==> src/ooo_pkg.sv <==
package ooo_pkg;

    localparam int xlen = 32;
    localparam int reg_idx_w = 5;  // x0 reads as zero.

    typedef enum logic [3:0] {
        op_add,
        op_sub,
        op_and,
        op_or,
        op_xor,
        op_slt,
        op_sltu,
        op_sll,
        op_srl,
        op_sra,
        op_lui,
        op_beq,
        op_bne,
        op_blt,
        op_bge,
        op_jal
    } opcode_e;

    // conditional branches only, jal is handled apart.
    function automatic logic is_branch(input opcode_e op);
        return op inside {op_beq, op_bne, op_blt, op_bge};
    endfunction

endpackage

==> src/int_alu.sv <==
`timescale 1ns/10ps

module int_alu import ooo_pkg::*; #(
    parameter int rob_depth = 8
) (
    input  logic                         clk,
    input  logic                         rst,
    input  logic                         flush,
    input  logic                         issue_valid,
    input  opcode_e                      issue_op,
    input  logic [xlen-1:0]              issue_a,
    input  logic [xlen-1:0]              issue_b,
    input  logic [xlen-1:0]              issue_pc,
    input  logic [xlen-1:0]              issue_imm,
    input  logic [$clog2(rob_depth)-1:0] issue_tag,
    output logic                         cdb_valid,
    output logic [$clog2(rob_depth)-1:0] cdb_tag,
    output logic [xlen-1:0]              cdb_value,
    output logic                         cdb_taken,
    output logic [xlen-1:0]              cdb_target
);
    logic                         s1_valid;
    opcode_e                      s1_op;
    logic [xlen-1:0]              s1_a;
    logic [xlen-1:0]              s1_b;
    logic [xlen-1:0]              s1_pc;
    logic [xlen-1:0]              s1_imm;
    logic [$clog2(rob_depth)-1:0] s1_tag;
    logic [xlen-1:0]              result;
    logic [xlen-1:0]              target;
    logic                         taken;

    assign target = s1_pc + s1_imm;

    always_comb begin
        result = '0;
        taken = 1'b0;
        case (s1_op)
            op_add:  result = s1_a + s1_b;
            op_sub:  result = s1_a - s1_b;
            op_and:  result = s1_a & s1_b;
            op_or:   result = s1_a | s1_b;
            op_xor:  result = s1_a ^ s1_b;
            op_slt:  result = xlen'($signed(s1_a) < $signed(s1_b));
            op_sltu: result = xlen'(s1_a < s1_b);
            op_sll:  result = s1_a << s1_b[4:0];
            op_srl:  result = s1_a >> s1_b[4:0];
            op_sra:  result = $signed(s1_a) >>> s1_b[4:0];
            op_lui:  result = s1_imm;
            op_beq:  taken = s1_a == s1_b;
            op_bne:  taken = s1_a != s1_b;
            op_blt:  taken = $signed(s1_a) < $signed(s1_b);
            op_bge:  taken = $signed(s1_a) >= $signed(s1_b);
            op_jal: begin
                result = s1_pc + xlen'(4);  // link value.
                taken = 1'b1;
            end
            default: result = '0;
        endcase
        if (is_branch(s1_op)) result = target;
    end

    always_ff @(posedge clk) begin
        if (!rst || flush) begin
            s1_valid <= 1'b0;
            cdb_valid <= 1'b0;
        end else begin
            s1_valid <= issue_valid;
            cdb_valid <= s1_valid;
        end
    end

    always_ff @(posedge clk) begin
        s1_op <= issue_op;
        s1_a <= issue_a;
        s1_b <= issue_b;
        s1_pc <= issue_pc;
        s1_imm <= issue_imm;
        s1_tag <= issue_tag;
        cdb_tag <= s1_tag;
        cdb_value <= result;
        cdb_taken <= taken;
        cdb_target <= target;
    end

endmodule

==> config.mk <==
export PLATFORM = sky130hd
export DESIGN_NAME = int_alu
export DESIGN_NICKNAME = d
export VERILOG_FILES = /design/src/ooo_pkg.sv /design/src/int_alu.sv
export SDC_FILE = /design/constraint.sdc
export NUM_CORES = 1
export LEC_CHECK = 0
export BUFFER_PORTS_ARGS = -buffer_cell sky130_fd_sc_hd__buf_2
export CAP_MARGIN = 20
export CORE_ASPECT_RATIO = 0.5
export CORE_MARGIN = 5
export CORE_UTILIZATION = 40
export CTS_BUF_LIST = sky130_fd_sc_hd__clkbuf_2
export CTS_CLUSTER_DIAMETER = 150
export DETAILED_ROUTE_END_ITERATION = 7
export SLEW_MARGIN = 20
export SYNTH_ARGS = -nofsm -noshare
export SYNTH_HDL_FRONTEND = slang
export SYNTH_SLANG_ARGS = --single-unit
==> constraint.sdc <==
create_clock -name clk -period 6.61 [get_ports clk]
set_input_delay 1.322 -clock clk [delete_from_list [all_inputs] [get_ports clk]]
set_output_delay 1.322 -clock clk [all_outputs]
set_load 0.02 [all_outputs]
==> impl_metrics.py <==
metrics = {
    "run_status": {
        "status": "completed",
    },
    "sta": {
        "fmaxAchievable_mhz": 232.5,
        "finalHoldViolCount": 0,
        "slew_headroom_pct": 17.45,
        "rsz0062_at_grt": "no",
        "final-setup-viol-count": 0,
        "finClkSkew_ns": 0.1241,
        "tns_ns": 0,
        "slew_violations": 0,
        "fin_crit_ns": 4.301,
        "timing.final.crit_share_pct": 65.07,
        "worst_slew_pin_slew_ns": 1.238,
    },
    "drt": {
        "routedWlPerCell_um": 27.83,
        "drc": 0,
        "routed_wl_um": 76040,
        "viasPerCell": 6.439,
        "first_pass_iters": 7,
        "ant_nets": 0,
        "vias": 17590,
        "drtIter0Drc": 2711,
    },
    "run": {
        "maxCapViolations": 0,
    },
    "clock_network": {
        "cts_resized": 0,
        "cts-buffers-inserted": 49,
        "cts_tree": "built",
        "htreeDepth": 2,
        "clock_latency_ns": 1.02,
        "postCtsSetupRepairBufs": 0,
        "clkTransAtPathRegs_ns": 0.16,
        "clockBufferDepth": 3,
        "root_buffer": "clkbuf_2",
        "ctsHoldBuffers": 0,
        "numClockSinks": 205,
    },
    "power_and_ir_drop": {
        "ir_drop_v": 0.0001056,
        "internal-power_mw": 2.189,
        "power.switching_mw": 1.577,
        "pwr-share-comb_pct": 36.9,
        "pwr-share-clk_pct": 24.1,
        "power.density_nw_per_um2": 204.3,
        "swShare_pct": 41.88,
        "leakage_nw": 7.905,
        "power_mw": 3.765,
        "pwr-share-seq_pct": 39.0,
    },
    "finish": {
        "layout_commonest_cell": "buf_2",
        "fin_util_pct": 45.40,
        "drive_gt1_share_pct": 19.20,
        "final_cell_mix": "207 x buf_2, 201 x dfxtp_1, 183 x nor2_1",
        "nFillCells": 4101,
        "syn_to_final_growth_pct": 11.80,
        "finalNetCount": 2432,
    },
    "setup_path": {
        "critical_path_required_ns": 7.46,
        "worstPathMaxFanout": 42,
        "cp-start-kind": "flop",
        "r2r_cells": 11,
        "crit_arrival_ns": 5.16,
        "critPathKind": "flop to flop",
        "endpoint_kind": "flop",
    },
    "yosys": {
        "seq_area_frac_synth_pct": 24.89,
        "synthArstFlopShare_pct": 0,
        "ys_ff_latch": 205,
        "syn-cell-area_um2": 16490,
        "yosysUniqueCellTypes": 94,
        "synthCells": 1989,
        "yosysWarnings": 0,
        "syn_area_per_cell_um2": 8.288,
        "synth_edf_count": 0,
        "synth_nets": 2264,
        "synthFlopType": "dfxtp_1",
    },
    "die": {
        "ios": 208,
        "die_h_um": 153.6,
        "rows": 52,
        "coreArea_um2": 40600,
        "dieArea_um2": 45620,
        "die_x_um": 297.1,
        "start_util_pct": 40.61,
    },
    "placed_design": {
        "gp_congestion": 1.090,
        "place_hpwl_um": 58890,
        "io_buffers": 207,
    },
    "grt": {
        "grt_max_degree": 73,
        "grt_use_total_pct": 31.50,
        "grt_pass1_vias": 16150,
        "grt_pass1_wl_um": 108600,
        "grt_antenna_before_repair": 8,
        "grt_overflow_total": 0,
    },
    "min_path": {
        "min_delay_path_depth": 0,
        "hold_class": "flop to flop",
    },
}
flip-flops by register name (all words and copies together), names as in the netlist:
signal	cells
cdb_tag	3
cdb_taken	1
cdb_target	32
cdb_valid	1
cdb_value	32
s1_a	32
s1_b	32
s1_imm	32
s1_op	4
s1_pc	32
s1_tag	3
s1_valid	1
cell families after synthesis:
| family | count (synthesis) | share of synthesized area (%) |
|---|---|---|
| muxes | 115 | 11.31 |
| xor gates and xnor gates | 61 | 3.241 |
| DFF | 205 | 24.89 |
| adders and majority gates | 136 | 10.46 |
| and+or+nand+nor | 610 | 17.99 |
| buffers and inverters | 249 | 6.345 |
| AOI/OAI and AO/OA | 613 | 25.77 |
metrics by stage:
stage / setup WS [ns] / std cells / hold WS, ns / area, um2
finish: 2.309 / 2732 / 0.3225 / 18430
CTS: 2.535 / 2727 / 0.3188 / 18420
global route: 2.131 / 2728 / 0.3340 / 18420
floorplan: 2.845 / 1989 / 0.3096 / 16490
detailed placement: 2.622 / 2646 / 0.3135 / 17970
global placement: 2.682 / 2646 / 0.3102 / 17970
cell type report:
class,instances,area [um2],share of cell area (%)
multi-input cells,1535,11390,61.81
flip-flops and latches,205,4111,22.31
repair buffers,250,1359,7.372
well taps,540,675.6,3.666
inverters,116,435.4,2.362
clock buffers,62,310.3,1.684
clock inverters,19,135.1,0.7332
diodes,5,12.51,0.06788
power by group through the flow:
| stage | sequential, mW | clock [mW] | combinational, mW |
|---|---|---|---|
| 3_3_place_gp | 1.49 | 0 | 1.34 |
| 2_1_floorplan | 1.56 | 0 | 0.764 |
| 3_5_place_dp | 1.49 | 0 | 1.33 |
| 4_1_cts | 1.46 | 0.940 | 1.34 |
| 6_report | 1.47 | 0.908 | 1.39 |
| 5_1_grt | 1.48 | 0.999 | 1.46 |
synthesized netlist by cell type (23+ instances only):
master    count  share of area [%]
nand2_1     151                3.4
nor2_1      183                4.2
o21ai_1      27               0.82
a211oi_1     30                1.4
mux2i_1      51                3.1
nand3_1      51                1.5
mux4_2       56                7.7
a21oi_1     132                4.0
clkbuf_1     81                1.8
ha_1        133                 10
inv_1       113                2.6
buf_2        29               0.88
xnor2_1      38                2.0
a21o_1       24                1.1
o21ai_0      91                2.8
o211ai_1     25                1.1
a31oi_1      27                1.0
dfxtp_1     205                 25
nor3_1       49                1.5
xor2_1       23                1.2
worst paths after layout:
check / startpoint / end / slack (ns)
setup / recovery: s1_b[4] / cdb_taken / 2.31
hold / removal: s1_tag[1] / cdb_tag[1] / 0.32
setup reg to reg: s1_b[4] / cdb_taken / 2.31
hold reg to reg: s1_tag[1] / cdb_tag[1] / 0.32
critical path: stages, from the launching register on:
cell,delay [ns]
dfxtp_1,0.34
buf_4,0.43
inv_1,0.38
ha_1,0.51
or3_1,0.38
o221a_2,0.27
a211oi_1,0.44
a211o_1,0.29
a221oi_2,0.11
o21ai_1,0.43
mux2_1,0.37
o31ai_1,0.21
layer usage:
layer | global-route usage (%) | vias up | share of wire, %
met5 | 0 | - | 0.099
met4 | 6.363 | 10 | 1.9
met3 | 14.33 | 147 | 16
met2 | 41.25 | 1203 | 38
met1 | 46.82 | 8434 | 44
li1 | - | 7796 | -
Note: power is estimated with default switching activity, not from simulation.
