--- src/ooo_pkg.sv ---
package ooo_pkg;

    localparam int xlen = 32;
    localparam int reg_idx_w = 5;  // x0 reads as zero.

    typedef enum logic [3:0] {
        op_add,
        op_sub,
        op_and,
        op_or,
        op_xor,
        op_slt,
        op_sltu,
        op_sll,
        op_srl,
        op_sra,
        op_lui,
        op_beq,
        op_bne,
        op_blt,
        op_bge,
        op_jal
    } opcode_e;

    // conditional branches only, jal is handled apart.
    function automatic logic is_branch(input opcode_e op);
        return op inside {op_beq, op_bne, op_blt, op_bge};
    endfunction

endpackage

--- src/rob.sv ---
`timescale 1ns/10ps

module rob import ooo_pkg::*; #(
    parameter int rob_depth = 8
) (
    input  logic                         clk,
    input  logic                         rst,
    input  logic                         alloc_valid,
    input  opcode_e                      alloc_op,
    input  logic [reg_idx_w-1:0]         alloc_rd,
    input  logic [xlen-1:0]              alloc_pc,
    output logic [$clog2(rob_depth)-1:0] alloc_tag,
    output logic                         full,
    input  logic [$clog2(rob_depth)-1:0] query1_tag,
    input  logic [$clog2(rob_depth)-1:0] query2_tag,
    output logic                         query1_ready,
    output logic [xlen-1:0]              query1_value,
    output logic                         query2_ready,
    output logic [xlen-1:0]              query2_value,
    input  logic                         cdb_valid,
    input  logic [$clog2(rob_depth)-1:0] cdb_tag,
    input  logic [xlen-1:0]              cdb_value,
    input  logic                         cdb_taken,
    input  logic [xlen-1:0]              cdb_target,
    output logic                         commit_valid,
    output logic [reg_idx_w-1:0]         commit_rd,
    output logic [xlen-1:0]              commit_value,
    output logic [$clog2(rob_depth)-1:0] commit_tag,
    output logic                         redirect_valid,
    output logic [xlen-1:0]              redirect_pc
);
    localparam int tag_w = $clog2(rob_depth);
    localparam int cnt_w = $clog2(rob_depth + 1);

    typedef enum logic [1:0] {st_empty, st_waiting, st_done} entry_state_e;

    entry_state_e          state    [rob_depth];
    opcode_e               e_op     [rob_depth];
    logic [reg_idx_w-1:0]  e_rd     [rob_depth];
    logic [xlen-1:0]       e_value  [rob_depth];
    logic [xlen-1:0]       e_target [rob_depth];
    logic [rob_depth-1:0]  e_taken;

    logic [tag_w-1:0] head;
    logic [tag_w-1:0] tail;
    logic [cnt_w-1:0] count;
    logic             retire;
    logic             flush_now;
    logic             cdb_hit;

    function automatic logic [tag_w-1:0] next_ptr(input logic [tag_w-1:0] p);
        return (p == tag_w'(rob_depth - 1)) ? '0 : p + 1'b1;
    endfunction

    assign retire = state[head] == st_done;
    assign flush_now = retire && ((is_branch(e_op[head]) && e_taken[head]) || e_op[head] == op_jal);
    assign cdb_hit = cdb_valid && state[cdb_tag] == st_waiting;  // stale results are dropped.
    assign alloc_tag = tail;
    assign full = count == cnt_w'(rob_depth);

    assign query1_ready = state[query1_tag] == st_done;
    assign query1_value = e_value[query1_tag];
    assign query2_ready = state[query2_tag] == st_done;
    assign query2_value = e_value[query2_tag];

    always_ff @(posedge clk) begin
        if (!rst || flush_now) begin
            head <= '0;
            tail <= '0;
            count <= '0;
            for (int i = 0; i < rob_depth; i++) state[i] <= st_empty;
        end else begin
            if (cdb_hit) state[cdb_tag] <= st_done;
            if (retire) begin
                state[head] <= st_empty;
                head <= next_ptr(head);
            end
            if (alloc_valid) begin
                state[tail] <= st_waiting;
                tail <= next_ptr(tail);
            end
            count <= count + cnt_w'(alloc_valid) - cnt_w'(retire);
        end
    end

    always_ff @(posedge clk) begin
        if (!rst) begin
            commit_valid <= 1'b0;
            redirect_valid <= 1'b0;
        end else begin
            commit_valid <= retire;
            redirect_valid <= flush_now;
        end
    end

    always_ff @(posedge clk) begin
        if (alloc_valid) begin
            e_op[tail] <= alloc_op;
            e_rd[tail] <= alloc_rd;
            e_target[tail] <= alloc_pc + xlen'(4);  // fall-through.
            e_taken[tail] <= 1'b0;
        end
        if (cdb_hit) begin
            e_value[cdb_tag] <= cdb_value;
            e_taken[cdb_tag] <= cdb_taken;
            e_target[cdb_tag] <= cdb_target;
        end
        commit_rd <= is_branch(e_op[head]) ? '0 : e_rd[head];  // branches write nothing.
        commit_value <= e_value[head];
        commit_tag <= head;
        redirect_pc <= e_target[head];
    end

endmodule

--- config.mk ---
export PLATFORM = sky130hd
export DESIGN_NAME = rob
export DESIGN_NICKNAME = d
export VERILOG_FILES = /design/src/ooo_pkg.sv /design/src/rob.sv
export SDC_FILE = /design/constraint.sdc
export NUM_CORES = 1
export LEC_CHECK = 0
export CAP_MARGIN = 20
export CELL_PAD_IN_SITES_DETAIL_PLACEMENT = 1
export CELL_PAD_IN_SITES_GLOBAL_PLACEMENT = 1
export CORE_UTILIZATION = 50
export CTS_BUF_LIST = sky130_fd_sc_hd__clkbuf_2 sky130_fd_sc_hd__clkbuf_4 sky130_fd_sc_hd__clkbuf_8
export DETAILED_ROUTE_END_ITERATION = 10
export DONT_BUFFER_PORTS = 1
export PLACE_DENSITY_LB_ADDON = 0.15
export SYNTH_ARGS = -nofsm -noshare
export SYNTH_HDL_FRONTEND = slang
export SYNTH_SLANG_ARGS = --single-unit
--- constraint.sdc ---
create_clock -name clk -period 3.13 [get_ports clk]
set_input_delay 0.626 -clock clk [delete_from_list [all_inputs] [get_ports clk]]
set_output_delay 0.626 -clock clk [all_outputs]
set_load 0.005 [all_outputs]
==> flow_metrics.tcl <==
set metrics [dict create \
    worst-setup-path-type "flop to output pin" \
    start_util_pct 51.0 \
    synth.avg_cell_area_um2 14.5 \
    hpwl_um 58100 \
    overflow 0 \
    ys_top_cells_by_area "edfxtp_1 55%, mux4_2 9.5%, dfxtp_1 7.0%" \
    dr.pass1.iters 5 \
    grt_pass1_wl_um 146000 \
    startpoint_type "flop" \
    fin_crit_ps 2860 \
    drive_above_1_share_pct 26.7 \
    synthMuxAreaShare_pct 16.6 \
    clk_path_buf_depth 3 \
    num_vias 21000 \
    clock.fmax_mhz 349 \
    placementRows 91 \
    multi_input_area_um2 11100 \
    finalMaxSlewViolations 0 \
    vdd_drop_max_mv 0.408 \
    port_buffers 0 \
    status "complete, no violations" \
    cts_tree "done" \
    clock_sinks 695 \
    synth-seq-area-share_pct 62.3 \
    crit_fanout 3 \
    routed_wl_um 99000 \
    rsz0062_at_grt "no" \
    synth.net_count 2312 \
    synth_xor_area_share_pct 0.946 \
    finalSetupViolCount 0 \
    layout.nets 2373 \
    ys_types 64 \
    ctsResizeCount 0 \
    ys_ff_latch 695 \
    critPathRequiredTime_ps 2500 \
    grt_pass1_vias 22541 \
    die_h_um 254 \
    hold_violations 0 \
    fin_crit_sh_pct 91.5 \
    worstSkewPairLatency_ps 720 \
    synth_compound_area_share_pct 10.5 \
    ys.flop_type "edfxtp_1" \
    grt_usage_pct 30.8 \
    clockRootBuffer "clkbuf_8" \
    core_area_um2 62200 \
    synth_simple_gate_area_share_pct 6.16 \
    synth-edff-count 584 \
    wl_per_cell_um 31.1 \
    antenna_found_initial 3 \
    clk_pin_slew_ps 60 \
    arrival_ps 2240 \
    synth_top_area_share_pct 55.3 \
    fill_cells 5946 \
    place.gp.congestion 0.858 \
    min_path_type "input pin to flop" \
    syn2layout_area_growth_pct 12.9 \
    maxSlewHeadroom_pct 39.8 \
    grt_max_degree 67 \
    p_per_area_nw_per_um2 548 \
    cp-end-kind "output pin" \
    skew_ps 31.8 \
    netlist_instances 2182 \
    power_leakage_nw 11.9 \
    drtIter0Drc 1924 \
    setup_tns_ps 0 \
    fin_cells 3182 \
    htree_num_levels 3 \
    ant_nets 0 \
    placed_cells 2920 \
    die_w_um 254 \
    ff_latch_area_um2 19800 \
    tightest_slew_ps 897 \
    pin_count 263 \
    final_core_util_pct 57.6 \
    yosys_warnings 0 \
    synthAdderAreaFrac_pct 0.457 \
    numCtsBuffers 115 \
    synth_largest_area_cell "edfxtp_1" \
    syn_area_um2 31700 \
    maxCapViolCount 0 \
    synth_top_family_by_area "multiplexers" \
    via_per_inst 6.60 \
    synthArstFlopShare_pct 0 \
    drc 0 \
    dieArea_um2 64500 \
]
[state kept, by name (all words and copies together) (netlist names), 5 cells and up, named ones only]
| signal | cells |
|---|---|
| state | 16 |
| redirect_pc | 32 |
| commit_value | 32 |
| e_taken | 8 |
| e_value | 256 |
| e_target | 256 |
| e_rd | 40 |
| commit_rd | 5 |
| e_op | 32 |
[power by group]
group,internal (mW),total [mW],leakage [nW],switching (mW)
Clock,4.51,8.13,1.28,3.62
Combinational,0.538,1.12,4.41,0.585
Sequential,10.3,10.4,6.22,0.103
Total,15.3,19.6,11.9,4.30
[final cells by class]
type	count	area share (%)
clock inverter	31	0.468
multi-input combinational	1263	30.9
timing repair buffer	122	3.91
tap	837	2.92
clock buffer	184	6.14
antenna	4	0.0279
sequential	695	55.2
inverter	46	0.482
[logic make-up (layout without fill, tap and decap cells)]
group	after synthesis	after routing
compound gates	484	484
xor+xnor	30	30
fa+ha+maj	11	11
buf+inv	224	383
flops	695	695
mux	328	328
other cells	0	4
simple gates	410	410
[through the flow]
stage          power, mW  cell area, um2  setup slack, ps  hold WS [ps]
6_report            19.6           35800              267          62.9
5_1_grt             20.2           35800              207          26.7
4_1_cts             19.8           35800              214          3.82
3_5_place_dp        11.6           33000              210           467
3_3_place_gp        11.5           33000              271           455
2_1_floorplan       11.4           31700             37.3           354
[repair_timing]
action,4_1_cts,5_1_grt
hold endpoints to repair,333,0
setup buffers,0,0
hold buffers,43,0
[path summary, 6_finish.rpt]
| check | startpoint | to | slack, ps | cells past startpoint |
|---|---|---|---|---|
| worst min-delay path | rst | state[1][1] | 60 | 2 |
| worst max-delay path | state[6][0] | query1_ready | 270 | 3 |
| worst max register to register | state[1][1] | count[2] | 350 | 10 |
| worst min register to register | e_taken[0] | e_taken[0] | 480 | 2 |
[critical path: stages (launching register included)]
cell and delay [ps]:
dfxtp_1 370, nand2b_1 190, mux4_2 460, o21ai_0 490
[cells in the mapped netlist (all sizes together), types with 3 or more instances]
| cell | instances |
|---|---|
| and3 | 9 |
| ha | 10 |
| inv | 46 |
| o22ai | 4 |
| a21oi | 141 |
| edfxtp | 584 |
| xnor2 | 16 |
| nand4 | 74 |
| o211ai | 6 |
| a31oi | 7 |
| a221oi | 9 |
| buf | 81 |
| nand2 | 103 |
| mux2i | 26 |
| nor4 | 3 |
| nor3 | 7 |
| nand3b | 4 |
| a22oi | 270 |
| nor2b | 12 |
| and2 | 6 |
| nand2b | 10 |
| mux2 | 163 |
| clkbuf | 97 |
| a22o | 5 |
| xor2 | 14 |
| nor2 | 145 |
| o21bai | 7 |
| o21ai | 14 |
| a2111oi | 6 |
| dfxtp | 111 |
| mux4 | 139 |
| a211oi | 6 |
| nand3 | 25 |
[per-layer routing]
metal / vias up / wire length, um / global-route usage, %
li1: 8848 / - / -
met1: 10972 / 38100 / 38.7
met2: 950 / 50000 / 52.8
met3: 228 / 7840 / 6.48
met4: 2 / 3050 / 10.8
met5: - / 13 / 0
[cell usage in the layout (no fill, tap or decap), types with 10 or more instances in the layout]
master,instances
a21oi_1,141
a22oi_1,270
buf_12,30
buf_4,49
clkbuf_4,53
clkbuf_8,131
clkinv_1,14
clkinv_2,14
dfxtp_1,111
dlygate4sd3_1,43
edfxtp_1,584
ha_1,10
inv_1,40
mux2_2,161
mux2i_1,25
mux4_2,134
nand2_1,96
nand3_1,22
nand4_1,74
nor2_1,143
nor2b_1,11
o21ai_0,13
xnor2_1,11
xor2_1,14
Power figures use the tool's default switching activity.
